===== config.mk =====
export PLATFORM = sky130hd
export DESIGN_NAME = core_ctrl_top
export DESIGN_NICKNAME = d
export VERILOG_FILES = /design/src/hdl/pipe_ctrl_pkg.sv /design/src/hdl/control_unit.sv /design/src/hdl/core_ctrl_top.sv /design/src/hdl/fetch_pc_unit.sv /design/src/hdl/int_regfile.sv
export SDC_FILE = /design/constraint.sdc
export NUM_CORES = 2
export LEC_CHECK = 0
export BUFFER_PORTS_ARGS = -buffer_cell sky130_fd_sc_hd__clkbuf_2
export CORE_ASPECT_RATIO = 1.4
export CORE_MARGIN = 8
export CORE_UTILIZATION = 57
export CTS_BUF_LIST = sky130_fd_sc_hd__clkbuf_4
export CTS_CLUSTER_SIZE = 28
export DETAILED_ROUTE_END_ITERATION = 10
export GPL_TIMING_DRIVEN = 0
export HOLD_SLACK_MARGIN = 0.06
export PLACE_DENSITY = 0.79
export SYNTH_ARGS = -nofsm -noshare
export SYNTH_HDL_FRONTEND = slang
export SYNTH_SLANG_ARGS = --single-unit

===== constraint.sdc =====
create_clock -name clk_i -period 2.36 [get_ports clk_i]
set_clock_uncertainty 0.15 [all_clocks]
set_input_delay 0.236 -clock clk_i [delete_from_list [all_inputs] [get_ports clk_i]]
set_output_delay 0.236 -clock clk_i [all_outputs]
set_load 0.01 [all_outputs]

===== src/hdl/pipe_ctrl_pkg.sv =====
// shared widths, select encodings and status records; encodings must match the decode/exe/csr side
`default_nettype none

package pipe_ctrl_pkg;

    localparam int unsigned XLEN       = 32;
    localparam int unsigned REG_ADDR_W = 5;
    localparam int unsigned NUM_REGS   = 32;

    // pc value taken out of reset
    localparam logic [XLEN-1:0] BOOT_ADDR = 32'h0000_1000;

    // fetch next-pc choice, no predictor so bp means pc+4
    typedef enum logic [1:0] {
        NEXT_PC_SEL_BP_OR_PC_4 = 2'b00,
        NEXT_PC_SEL_KEEP_PC    = 2'b01,
        NEXT_PC_SEL_JUMP       = 2'b10,
        NEXT_PC_SEL_DEBUG      = 2'b11
    } next_pc_sel_t;

    // where a jump target comes from
    typedef enum logic [1:0] {
        SEL_JUMP_DECODE    = 2'b00,
        SEL_JUMP_EXECUTION = 2'b01,
        SEL_JUMP_CSR       = 2'b10,
        SEL_JUMP_DEBUG     = 2'b11
    } sel_addr_if_t;

    // stage status towards the control unit
    typedef struct packed {
        logic valid_jal;
        logic stall_csr_fence;
    } id_cu_t;

    typedef struct packed {
        logic stall_csr_fence;
    } rr_cu_t;

    typedef struct packed {
        logic valid;
        logic stall;
        logic stall_csr_fence;
    } exe_cu_t;

    typedef struct packed {
        logic valid;
        logic xcpt;
        logic ecall_taken;
        logic fence;
        logic write_enable;
        logic stall_csr_fence;
    } wb_cu_t;

    typedef struct packed {
        logic csr_eret;
        logic csr_exception;
        logic csr_stall;
    } csr_cu_t;

    // control unit decisions
    typedef struct packed {
        logic         stall_if;
        logic         stall_id;
        logic         stall_rr;
        logic         stall_exe;
        logic         stall_wb;
        sel_addr_if_t sel_addr_if;
    } pipeline_ctrl_t;

    typedef struct packed {
        logic flush_if;
        logic flush_id;
        logic flush_rr;
        logic flush_exe;
        logic flush_wb;
    } pipeline_flush_t;

    typedef struct packed {
        next_pc_sel_t next_pc;
    } cu_if_t;

    // sel_debug picks the debug record as write source
    typedef struct packed {
        logic write_enable;
        logic sel_debug;
    } cu_rr_t;

    // one register write, used for commit and debug
    typedef struct packed {
        logic [REG_ADDR_W-1:0] addr;
        logic [XLEN-1:0]       data;
    } reg_wr_t;

endpackage

`default_nettype wire


===== src/hdl/control_unit.sv =====
// outputs are combinational from inputs; exception state lasts one cycle and cannot retrigger back to back
`timescale 1ns/1ps
`default_nettype none

module control_unit (
    input  wire logic                           clk_i,
    input  wire logic                           rstn_i,
    input  wire logic                           valid_fetch_i,
    input  wire pipe_ctrl_pkg::id_cu_t          id_cu_i,
    input  wire pipe_ctrl_pkg::rr_cu_t          rr_cu_i,
    input  wire pipe_ctrl_pkg::exe_cu_t         exe_cu_i,
    input  wire pipe_ctrl_pkg::wb_cu_t          wb_cu_i,
    input  wire pipe_ctrl_pkg::csr_cu_t         csr_cu_i,
    input  wire logic                           correct_branch_pred_i,
    input  wire logic                           debug_halt_i,
    input  wire logic                           debug_change_pc_i,
    input  wire logic                           debug_wr_valid_i,
    output pipe_ctrl_pkg::pipeline_ctrl_t       pipeline_ctrl_o,
    output pipe_ctrl_pkg::pipeline_flush_t      pipeline_flush_o,
    output pipe_ctrl_pkg::cu_if_t               cu_if_o,
    output pipe_ctrl_pkg::cu_rr_t               cu_rr_o,
    output logic                                invalidate_icache_o,
    output logic                                invalidate_buffer_o
);
    import pipe_ctrl_pkg::*;

    logic mispredict;
    logic jump_en;
    logic back_stall;
    logic stall_fetch;
    logic wb_fence;
    logic wb_csr_stall;
    logic wb_xcpt;
    logic any_csr_fence;
    logic debug_pc_req;
    logic debug_wr_req;
    logic xcpt_trigger;
    logic xcpt_state_q;

    assign mispredict    = exe_cu_i.valid && !correct_branch_pred_i;
    assign jump_en       = mispredict || id_cu_i.valid_jal;
    // csr or exe stall freezes everything up to exe
    assign back_stall    = csr_cu_i.csr_stall || exe_cu_i.stall;
    assign wb_fence      = wb_cu_i.valid && wb_cu_i.fence;
    assign wb_csr_stall  = wb_cu_i.valid && wb_cu_i.stall_csr_fence;
    assign wb_xcpt       = wb_cu_i.valid && wb_cu_i.xcpt;
    assign any_csr_fence = id_cu_i.stall_csr_fence || rr_cu_i.stall_csr_fence ||
                           exe_cu_i.stall_csr_fence || wb_cu_i.stall_csr_fence;
    assign debug_pc_req  = debug_halt_i && debug_change_pc_i;
    assign debug_wr_req  = debug_halt_i && debug_wr_valid_i;
    assign stall_fetch   = back_stall || wb_csr_stall;

    assign xcpt_trigger = wb_xcpt || csr_cu_i.csr_eret || csr_cu_i.csr_exception ||
                          (wb_cu_i.valid && wb_cu_i.ecall_taken);

    // held for a single cycle, the set cycle blocks a new set
    always_ff @(posedge clk_i or negedge rstn_i) begin
        if (!rstn_i) begin
            xcpt_state_q <= 1'b0;
        end else begin
            xcpt_state_q <= !xcpt_state_q && xcpt_trigger;
        end
    end

    // stalls
    always_comb begin
        pipeline_ctrl_o.stall_if  = stall_fetch;
        pipeline_ctrl_o.stall_id  = back_stall;
        pipeline_ctrl_o.stall_rr  = back_stall;
        pipeline_ctrl_o.stall_exe = back_stall;
        pipeline_ctrl_o.stall_wb  = 1'b0;
    end

    // jump source, csr has priority over a mispredict
    always_comb begin
        if (xcpt_state_q) begin
            pipeline_ctrl_o.sel_addr_if = SEL_JUMP_CSR;
        end else if (mispredict) begin
            pipeline_ctrl_o.sel_addr_if = SEL_JUMP_EXECUTION;
        end else if (debug_pc_req) begin
            pipeline_ctrl_o.sel_addr_if = SEL_JUMP_DEBUG;
        end else begin
            pipeline_ctrl_o.sel_addr_if = SEL_JUMP_DECODE;
        end
    end

    // flushes
    always_comb begin
        pipeline_flush_o = '0;
        if (wb_xcpt || xcpt_state_q) begin
            pipeline_flush_o.flush_if  = 1'b1;
            pipeline_flush_o.flush_id  = 1'b1;
            pipeline_flush_o.flush_rr  = 1'b1;
            pipeline_flush_o.flush_exe = 1'b1;
        end else if (mispredict) begin
            pipeline_flush_o.flush_if = 1'b1;
            pipeline_flush_o.flush_id = 1'b1;
            // a stalled exe still holds the branch, keep rr
            pipeline_flush_o.flush_rr = !exe_cu_i.stall;
        end else if ((any_csr_fence || id_cu_i.valid_jal || wb_fence) && !back_stall) begin
            pipeline_flush_o.flush_if = 1'b1;
        end
    end

    // next pc
    always_comb begin
        if (debug_pc_req) begin
            cu_if_o.next_pc = NEXT_PC_SEL_DEBUG;
        end else if (jump_en || xcpt_state_q) begin
            cu_if_o.next_pc = NEXT_PC_SEL_JUMP;
        end else if (!valid_fetch_i || stall_fetch || any_csr_fence || wb_fence ||
                     debug_halt_i) begin
            cu_if_o.next_pc = NEXT_PC_SEL_KEEP_PC;
        end else begin
            cu_if_o.next_pc = NEXT_PC_SEL_BP_OR_PC_4;
        end
    end

    // commit write, debug writes only while halted
    always_comb begin
        cu_rr_o.sel_debug    = debug_wr_req;
        cu_rr_o.write_enable = debug_wr_req ||
                               (wb_cu_i.valid && wb_cu_i.write_enable &&
                                !wb_cu_i.xcpt && !csr_cu_i.csr_exception);
    end

    // a fence may follow self-modifying code
    assign invalidate_icache_o = wb_fence;
    assign invalidate_buffer_o = wb_cu_i.valid &&
                                 (wb_cu_i.fence || xcpt_state_q || wb_cu_i.stall_csr_fence);

endmodule

`default_nettype wire


===== src/hdl/core_ctrl_top.sv =====
// decode, exe, csr and cache live outside; their status and targets arrive as plain inputs
`timescale 1ns/1ps
`default_nettype none

module core_ctrl_top (
    input  wire logic                                 clk_i,
    input  wire logic                                 rstn_i,
    input  wire logic                                 valid_fetch_i,
    input  wire pipe_ctrl_pkg::id_cu_t                id_cu_i,
    input  wire pipe_ctrl_pkg::rr_cu_t                rr_cu_i,
    input  wire pipe_ctrl_pkg::exe_cu_t               exe_cu_i,
    input  wire pipe_ctrl_pkg::wb_cu_t                wb_cu_i,
    input  wire pipe_ctrl_pkg::csr_cu_t               csr_cu_i,
    input  wire logic                                 correct_branch_pred_i,
    input  wire logic                                 debug_halt_i,
    input  wire logic                                 debug_change_pc_i,
    input  wire logic                                 debug_wr_valid_i,
    input  wire logic [pipe_ctrl_pkg::XLEN-1:0]       decode_target_i,
    input  wire logic [pipe_ctrl_pkg::XLEN-1:0]       exe_target_i,
    input  wire logic [pipe_ctrl_pkg::XLEN-1:0]       csr_target_i,
    input  wire logic [pipe_ctrl_pkg::XLEN-1:0]       debug_pc_i,
    input  wire pipe_ctrl_pkg::reg_wr_t               commit_wr_i,
    input  wire pipe_ctrl_pkg::reg_wr_t               debug_wr_i,
    input  wire logic [pipe_ctrl_pkg::REG_ADDR_W-1:0] rs_addr_i,
    output pipe_ctrl_pkg::pipeline_ctrl_t             pipeline_ctrl_o,
    output pipe_ctrl_pkg::pipeline_flush_t            pipeline_flush_o,
    output logic                                      invalidate_icache_o,
    output logic                                      invalidate_buffer_o,
    output logic      [pipe_ctrl_pkg::XLEN-1:0]       pc_o,
    output logic      [pipe_ctrl_pkg::XLEN-1:0]       rs_data_o
);
    import pipe_ctrl_pkg::*;

    cu_if_t cu_if;
    cu_rr_t cu_rr;

    control_unit control_unit_i (
        .clk_i                 (clk_i),
        .rstn_i                (rstn_i),
        .valid_fetch_i         (valid_fetch_i),
        .id_cu_i               (id_cu_i),
        .rr_cu_i               (rr_cu_i),
        .exe_cu_i              (exe_cu_i),
        .wb_cu_i               (wb_cu_i),
        .csr_cu_i              (csr_cu_i),
        .correct_branch_pred_i (correct_branch_pred_i),
        .debug_halt_i          (debug_halt_i),
        .debug_change_pc_i     (debug_change_pc_i),
        .debug_wr_valid_i      (debug_wr_valid_i),
        .pipeline_ctrl_o       (pipeline_ctrl_o),
        .pipeline_flush_o      (pipeline_flush_o),
        .cu_if_o               (cu_if),
        .cu_rr_o               (cu_rr),
        .invalidate_icache_o   (invalidate_icache_o),
        .invalidate_buffer_o   (invalidate_buffer_o)
    );

    // jump source travels inside the stall record
    fetch_pc_unit fetch_pc_unit_i (
        .clk_i           (clk_i),
        .rstn_i          (rstn_i),
        .cu_if_i         (cu_if),
        .sel_addr_if_i   (pipeline_ctrl_o.sel_addr_if),
        .decode_target_i (decode_target_i),
        .exe_target_i    (exe_target_i),
        .csr_target_i    (csr_target_i),
        .debug_pc_i      (debug_pc_i),
        .pc_o            (pc_o)
    );

    int_regfile int_regfile_i (
        .clk_i       (clk_i),
        .rstn_i      (rstn_i),
        .cu_rr_i     (cu_rr),
        .commit_wr_i (commit_wr_i),
        .debug_wr_i  (debug_wr_i),
        .rs_addr_i   (rs_addr_i),
        .rs_data_o   (rs_data_o)
    );

endmodule

`default_nettype wire


===== src/hdl/fetch_pc_unit.sv =====
// pc updates one cycle after the selection is presented; only the bp-or-pc4 choice increments by 4
`timescale 1ns/1ps
`default_nettype none

module fetch_pc_unit (
    input  wire logic                              clk_i,
    input  wire logic                              rstn_i,
    input  wire pipe_ctrl_pkg::cu_if_t             cu_if_i,
    input  wire pipe_ctrl_pkg::sel_addr_if_t       sel_addr_if_i,
    input  wire logic [pipe_ctrl_pkg::XLEN-1:0]    decode_target_i,
    input  wire logic [pipe_ctrl_pkg::XLEN-1:0]    exe_target_i,
    input  wire logic [pipe_ctrl_pkg::XLEN-1:0]    csr_target_i,
    input  wire logic [pipe_ctrl_pkg::XLEN-1:0]    debug_pc_i,
    output logic      [pipe_ctrl_pkg::XLEN-1:0]    pc_o
);
    import pipe_ctrl_pkg::*;

    logic [XLEN-1:0] pc_q;
    logic [XLEN-1:0] pc_d;
    logic [XLEN-1:0] jump_target;

    // pick the jump target
    always_comb begin
        case (sel_addr_if_i)
            SEL_JUMP_DECODE: begin
                jump_target = decode_target_i;
            end
            SEL_JUMP_EXECUTION: begin
                jump_target = exe_target_i;
            end
            SEL_JUMP_CSR: begin
                jump_target = csr_target_i;
            end
            SEL_JUMP_DEBUG: begin
                jump_target = debug_pc_i;
            end
        endcase
    end

    // next address
    always_comb begin
        case (cu_if_i.next_pc)
            NEXT_PC_SEL_BP_OR_PC_4: begin
                pc_d = pc_q + XLEN'(4);
            end
            NEXT_PC_SEL_KEEP_PC: begin
                pc_d = pc_q;
            end
            NEXT_PC_SEL_JUMP: begin
                pc_d = jump_target;
            end
            NEXT_PC_SEL_DEBUG: begin
                pc_d = debug_pc_i;
            end
        endcase
    end

    always_ff @(posedge clk_i or negedge rstn_i) begin
        if (!rstn_i) begin
            pc_q <= BOOT_ADDR;
        end else begin
            pc_q <= pc_d;
        end
    end

    assign pc_o = pc_q;

endmodule

`default_nettype wire


===== src/hdl/int_regfile.sv =====
// one write port shared by commit and debug, one combinational read port; x0 always reads zero
`timescale 1ns/1ps
`default_nettype none

module int_regfile (
    input  wire logic                                 clk_i,
    input  wire logic                                 rstn_i,
    input  wire pipe_ctrl_pkg::cu_rr_t                cu_rr_i,
    input  wire pipe_ctrl_pkg::reg_wr_t               commit_wr_i,
    input  wire pipe_ctrl_pkg::reg_wr_t               debug_wr_i,
    input  wire logic [pipe_ctrl_pkg::REG_ADDR_W-1:0] rs_addr_i,
    output logic      [pipe_ctrl_pkg::XLEN-1:0]       rs_data_o
);
    import pipe_ctrl_pkg::*;

    logic [XLEN-1:0] regs_q [NUM_REGS];
    reg_wr_t         wr_sel;

    // debug record wins when the control unit selects it
    assign wr_sel = cu_rr_i.sel_debug ? debug_wr_i : commit_wr_i;

    always_ff @(posedge clk_i or negedge rstn_i) begin
        if (!rstn_i) begin
            for (int i = 0; i < NUM_REGS; i++) begin
                regs_q[i] <= '0;
            end
        end else if (cu_rr_i.write_enable && (wr_sel.addr != '0)) begin
            regs_q[wr_sel.addr] <= wr_sel.data;
        end
    end

    // x0 keeps its reset value since writes to it are dropped
    assign rs_data_o = regs_q[rs_addr_i];

endmodule

`default_nettype wire


## After elaboration in Yosys (flattened, before gate mapping)

Cells that the tools add are included.

- Register bits after elaboration: 1057
- Output and inout bits: 78

- Add/subtract/negate cells: 1
- Magnitude comparators: 3
- Equality and inequality tests: 6
- Muxes and demuxes: 20
- Bitwise logic cells: 2
- Reductions and logical operators: 45

Operators with widths:

| operator | number |
|---|---|
| bitwise mux 1024 bit | 1 |
| binary-select mux 32 bit (select 5 bit) | 1 |
| demux 32 bit (select 5 bit) | 1 |
| case mux 32 bit (4 select lines) | 1 |
| 2-to-1 mux 32 bit | 3 |
| case mux 32 bit (3 select lines) | 1 |
| 2-to-1 mux 37 bit | 1 |
| adder 32 x 3 -> 32 bit (second input constant) | 1 |
| logical OR 1 bit | 20 |
| logical AND 1 bit | 15 |
| greater-or-equal comparator 6 bit (second input constant) | 2 |
| 2-to-1 mux 2 bit | 6 |
| inverter 5 -> 6 bit | 2 |
| == test 2 bit (second input constant) | 4 |
| logical NOT 1 bit | 7 |
| less-than comparator 6 x 1 -> 1 bit (second input constant) | 1 |
| nonzero test 5 bit | 1 |
| == test 2 x 1 -> 1 bit (second input constant) | 2 |
| logical NOT 2 bit | 2 |
| 2-to-1 mux 1 bit | 4 |
| 2-to-1 mux 3 bit | 1 |

## Depth between registers and ports, before layout

- Depth in word-level cells: 11
- Mapped depth: 11

## Cells and area by module

From an unflattened synthesis, not the netlist that was laid out.

- Cell total of the unflattened synthesis: 4933
- Area, all modules: 48885.6 um^2

Modules (own cells, without submodules):

| module | instances | cells an instance | area an instance (um^2) | seq. area each (um^2) |
|---|---|---|---|---|
| int_regfile | 1 | 4581 | 45512.4 | 25624.6 |
| fetch_pc_unit | 1 | 316 | 3119.2 | 802.0 |
| control_unit | 1 | 36 | 254.0 | 25.0 |

## Worst setup path before layout

Ideal clock, no wire load.

- Kind: in2out
- Start: input rs_addr_i[0] (netlist name)
- End: output rs_data_o[10] (netlist name)
- Arrival: 2136 ps
- Slack: -162 ps
- Cell stages on the path: 8
- Path buffers: 5
- Path through: clkbuf_1 -> buf_2 -> buf_2 -> buf_4 -> buf_2 -> mux4_2 -> mux2i_1 -> a221oi_1

- Cells in the longest elaborated chain, start to end: 4

RTL lines:

| item | RTL line | RTL |
|---|---|---|
| start, declared | core_ctrl_top.sv:24 | `input wire logic [pipe_ctrl_pkg::REG_ADDR_W-1:0] rs_addr_i,` |
| inverter 5 -> 6 bit (implied by the code) | int_regfile.sv:33 | `assign rs_data_o = regs_q[rs_addr_i];` |
| binary-select mux 32 bit (select 5 bit) | int_regfile.sv:33 |  |
| 2-to-1 mux 32 bit (implied by the code) (2 in a row) | int_regfile.sv:33 |  |
| end, declared | core_ctrl_top.sv:30 | `output logic [pipe_ctrl_pkg::XLEN-1:0] rs_data_o` |

Every way passes these cells. The select of a mux whose other input is x is not followed.

## Worst setup path after layout

- Start: register int_regfile_i.regs_q[652] (netlist name)
- End: output rs_data_o[12] (netlist name)

- Cells in the longest elaborated chain, start to end: 3

RTL lines:

| item | RTL line | RTL |
|---|---|---|
| start, declared | int_regfile.sv:16 | `logic [XLEN-1:0] regs_q [NUM_REGS];` |
| start signal, assigned by index | int_regfile.sv:28 | `regs_q[wr_sel.addr] <= wr_sel.data;` |
| binary-select mux 32 bit (select 5 bit) | int_regfile.sv:33 |  |
| 2-to-1 mux 32 bit (implied by the code) (2 in a row) | int_regfile.sv:33 |  |

Every way passes these cells. The select of a mux whose other input is x is not followed.

==> metrics.yaml <==
routing:
  dr.pass1.iters: 11
  drc: 2
  postRouteAntennaNets: 0
  vias_per_cell: 6.45
  wl_per_cell_um: 26.7
  first_iter_violations: 5684
  dr_total_vias: 43072
  drt-total-wl_um: 178000
final_layout:
  layout_commonest_cell: "dfrtp_1"
  postLayoutCellArea_um2: 59400
  nFillCells: 5518
  final_cell_mix: "dfrtp_1 (1,051), nand2_1 (633), o21ai_0 (617), a21oi_1 (470), nor2_1 (447)"
  final_core_util: 0.719
  nets: 5626
  layout-drive-gt1-share: 0.246
  area_growth_syn_to_layout_pct: 25.5
timing:
  max_freq_mhz: 280
  setup_slack_ns: -1.21
  finalWorstPathRequiredPeriod_ns: 3.57
  setup-violations-final: 192
  relSlewSlack: 0.109
  post-route-period-util: 1.51
  tightest_slew_ns: 1.34
  rsz0062_at_grt: "yes"
  hold_viol: 0
  drv_slew: 0
worst_hold_path:
  hold_depth: 8
  worst_hold_path_type: "in -> reg"
pwr:
  internal_power_mw: 34.6
  ir_drop_v: 0.000596
  combPwrFrac: 0.231
  power_switching_mw: 16.2
  p_seq_frac: 0.482
  power.leakage_nw: 27.0
  switching_share: 0.319
  pwr_density_cell_nw_per_um2: 855
  clkPwrFrac: 0.287
clock_network:
  cts_buffers: 241
  clockRootBuffer: "clkbuf_4"
  tritoncts: "done"
  clock-sinks: 1057
  clock_latency_ns: 1.19
  clock_path_buffers: 3
  path_clk_slew_ns: 0.08
  htree_levels: 4
worst_setup_path:
  path_common_cell: "mux4_2"
  worstPathRequired_ns: 1.97
  cp.depth: 5
  cp_cell_sequence: "mux4_2 > mux4_2 > nor2_4 > a221oi_4 > buf_2"
  worstPathArrival_ns: 3.18
  cpPeakStageDelay_ns: 0.60
  critPathSlowestCell: "mux4_2"
  reg2regPathDepth: 6
  end_kind: "output port"
  cp-endpoint: "rs_data_o[12]"
  path_buf_inv: 1
  ff2ff_setup_slack_ns: -0.17
  critPathTopFamily: "multiplexers"
  timing.rr.start: "fetch_pc_unit_i.pc_o[12]"
  path_max_fanout: 2
  crit_start: "int_regfile_i.regs_q[652]"
  startpoint_type: "register"
  critPathKind: "reg -> out"
  r2r_end: "fetch_pc_unit_i.pc_o[31]"
floorplanning:
  initial_core_util: 0.573
  fp-row-count: 125
  fp.dieW_um: 259
  die_area_um2: 92600
  top_level_ports: 307
  core-area_um2: 82600
  die_h_um: 357
global_routing:
  grt_overflow_total: 0
  first_global_vias: 44711
  track_usage: 0.381
  grt_start_max_net_pins: 119
  grt_pass1_wl_um: 265000
  antenna_found_initial: 8
logic_synthesis:
  synth_flop_cell: "dfrtp_1"
  seq_area_frac_synth: 0.559
  synth_seq_cells: 1057
  yosysWarnings: 0
  synth_area_um2: 47300
  async_flop_share: 1.00
  synth-edff-count: 0
  syn_area_per_cell_um2: 10.8
  netlist-cell-type-count: 66
  syn-instance-count: 4368
status:
  violations: "design-rule violations, negative setup slack"
  status: "finished, violations left"
placement:
  io_buffers: 298
  placed_cell_area_um2: 50500
  gp_congestion: 0.955
  dp_hpwl_um: 115000
job:
  drv_cap: 0
[flip-flops by register name, summed over array words and instances (netlist names)]
| name | count |
|---|---|
| int_regfile_i.regs_q | 1024 |
| fetch_pc_unit_i.pc_o | 32 |
| control_unit_i.xcpt_state_q | 1 |
[area by class of cell]
class                           count  area (um2)  area share
Clock inverter                     76         352     0.00592
Clock buffer                      358        2690      0.0453
Timing Repair Buffer              795        6630       0.112
Antenna cell                       10        25.0    0.000422
Multi-Input combinational cell   2842       19700       0.332
Sequential cell                  1057       26500       0.446
Buffer                            452        2090      0.0352
Inverter                            7        31.3    0.000527
Tap cell                         1079        1350      0.0227
[Yosys cell counts (6+ instances only)]
| library cell | number | area (um2) |
|---|---|---|
| nor4_2 | 9 | 113 |
| a31oi_1 | 8 | 50.1 |
| a22oi_1 | 14 | 105 |
| inv_1 | 7 | 26.3 |
| clkbuf_1 | 351 | 1320 |
| or2_2 | 6 | 37.5 |
| a21oi_1 | 471 | 2360 |
| buf_4 | 7 | 52.6 |
| o22ai_1 | 19 | 119 |
| nor2_1 | 488 | 1830 |
| buf_1 | 22 | 82.6 |
| or3_1 | 15 | 93.8 |
| dfrtp_1 | 1056 | 26400 |
| a221oi_1 | 32 | 280 |
| nand2_1 | 638 | 2390 |
| mux4_2 | 288 | 6490 |
| nand3_1 | 19 | 95.1 |
| o211ai_1 | 8 | 60.1 |
| mux2i_1 | 97 | 971 |
| nand2b_1 | 7 | 43.8 |
| and3_1 | 8 | 50.1 |
| o221ai_1 | 6 | 52.6 |
| buf_2 | 83 | 415 |
| o21ai_0 | 625 | 3130 |
[worst min-delay path by stage]
| stage | end | start | slack, ns |
|---|---|---|---|
| 6_report | fetch_pc_unit_i.pc_o[6] | id_cu_i[0] | 0.04 |
| 3_3_place_gp | int_regfile_i.regs_q[1014] | int_regfile_i.regs_q[1014] | 0.28 |
| 3_5_place_dp | int_regfile_i.regs_q[103] | rstn_i | 0.14 |
| 5_1_grt | fetch_pc_unit_i.pc_o[4] | id_cu_i[0] | 0.03 |
| 4_1_cts | fetch_pc_unit_i.pc_o[25] | exe_target_i[25] | 0.06 |
| 2_1_floorplan | control_unit_i.xcpt_state_q | rstn_i | -0.21 |
[per-layer routing]
layer / part of all wire / wire (um) / GRT usage / vias to the layer above
met5: 0.00014 / 25 / 0 / -
met4: 0.11 / 19600 / 0.344 / 4
met3: 0.098 / 17500 / 0.105 / 1073
met2: 0.47 / 83700 / 0.596 / 3344
met1: 0.32 / 57200 / 0.422 / 21096
li1: - / - / - / 17555
[worst min-delay path, stage by stage]
cell and delay, ns:
clkbuf_2 0.09, nor4_2 0.06, and4b_1 0.17, clkbuf_1 0.20
nor2_2 0.28, nor2_1 0.09, nor2_1 0.08, o22ai_1 0.10
[logic make-up (layout without fill, tap and decap cells)]
group,count (synthesis),count (layout),share of synthesized area
AND/OR/NAND/NOR,1224,1224,0.104
adder cells (fa/ha/maj),1,1,0.000265
AO/OA/AOI/OAI,1224,1224,0.138
multiplexers,385,385,0.158
flip-flops,1057,1057,0.559
buffers and inverters,470,1688,0.0401
XOR/XNOR,6,6,0.00111
other,1,12,0.0000793
[through the flow]
stage	cells	hold WS, ns	worst slack, ns	power, mW	TNS (ns)
global route	6670	0.0266	-1.27	52.8	-60.48
finish	6676	0.0355	-1.21	50.8	-70.62
floorplan	4369	-0.210	-0.0947	30.4	-0.0947
detailed placement	5756	0.141	-1.81	34.5	-1301.91
global placement	5746	0.285	-26.11	33.9	-
CTS	6641	0.0610	-1.13	49.7	-82.95
[repair_timing]
item / in CTS / in global routing
pin swaps: 13 / 21
hold buffers: 424 / 12
buffers inserted: 27 / 28
setup endpoints to repair: 617 / 1024
resized for setup: 154 / 308
hold endpoints to repair: 1913 / 71
[power groups by stage]
stage               Sequential [mW]  Combinational (mW)  Clock (mW)
finish                         24.5                11.7        14.6
global route                   24.8                12.5        15.5
CTS                            24.3                10.9        14.5
detailed placement             24.6                9.86           0
global placement               24.5                9.39           0
floorplan                      23.9                6.52           0
Power figures use the tool's default switching activity.
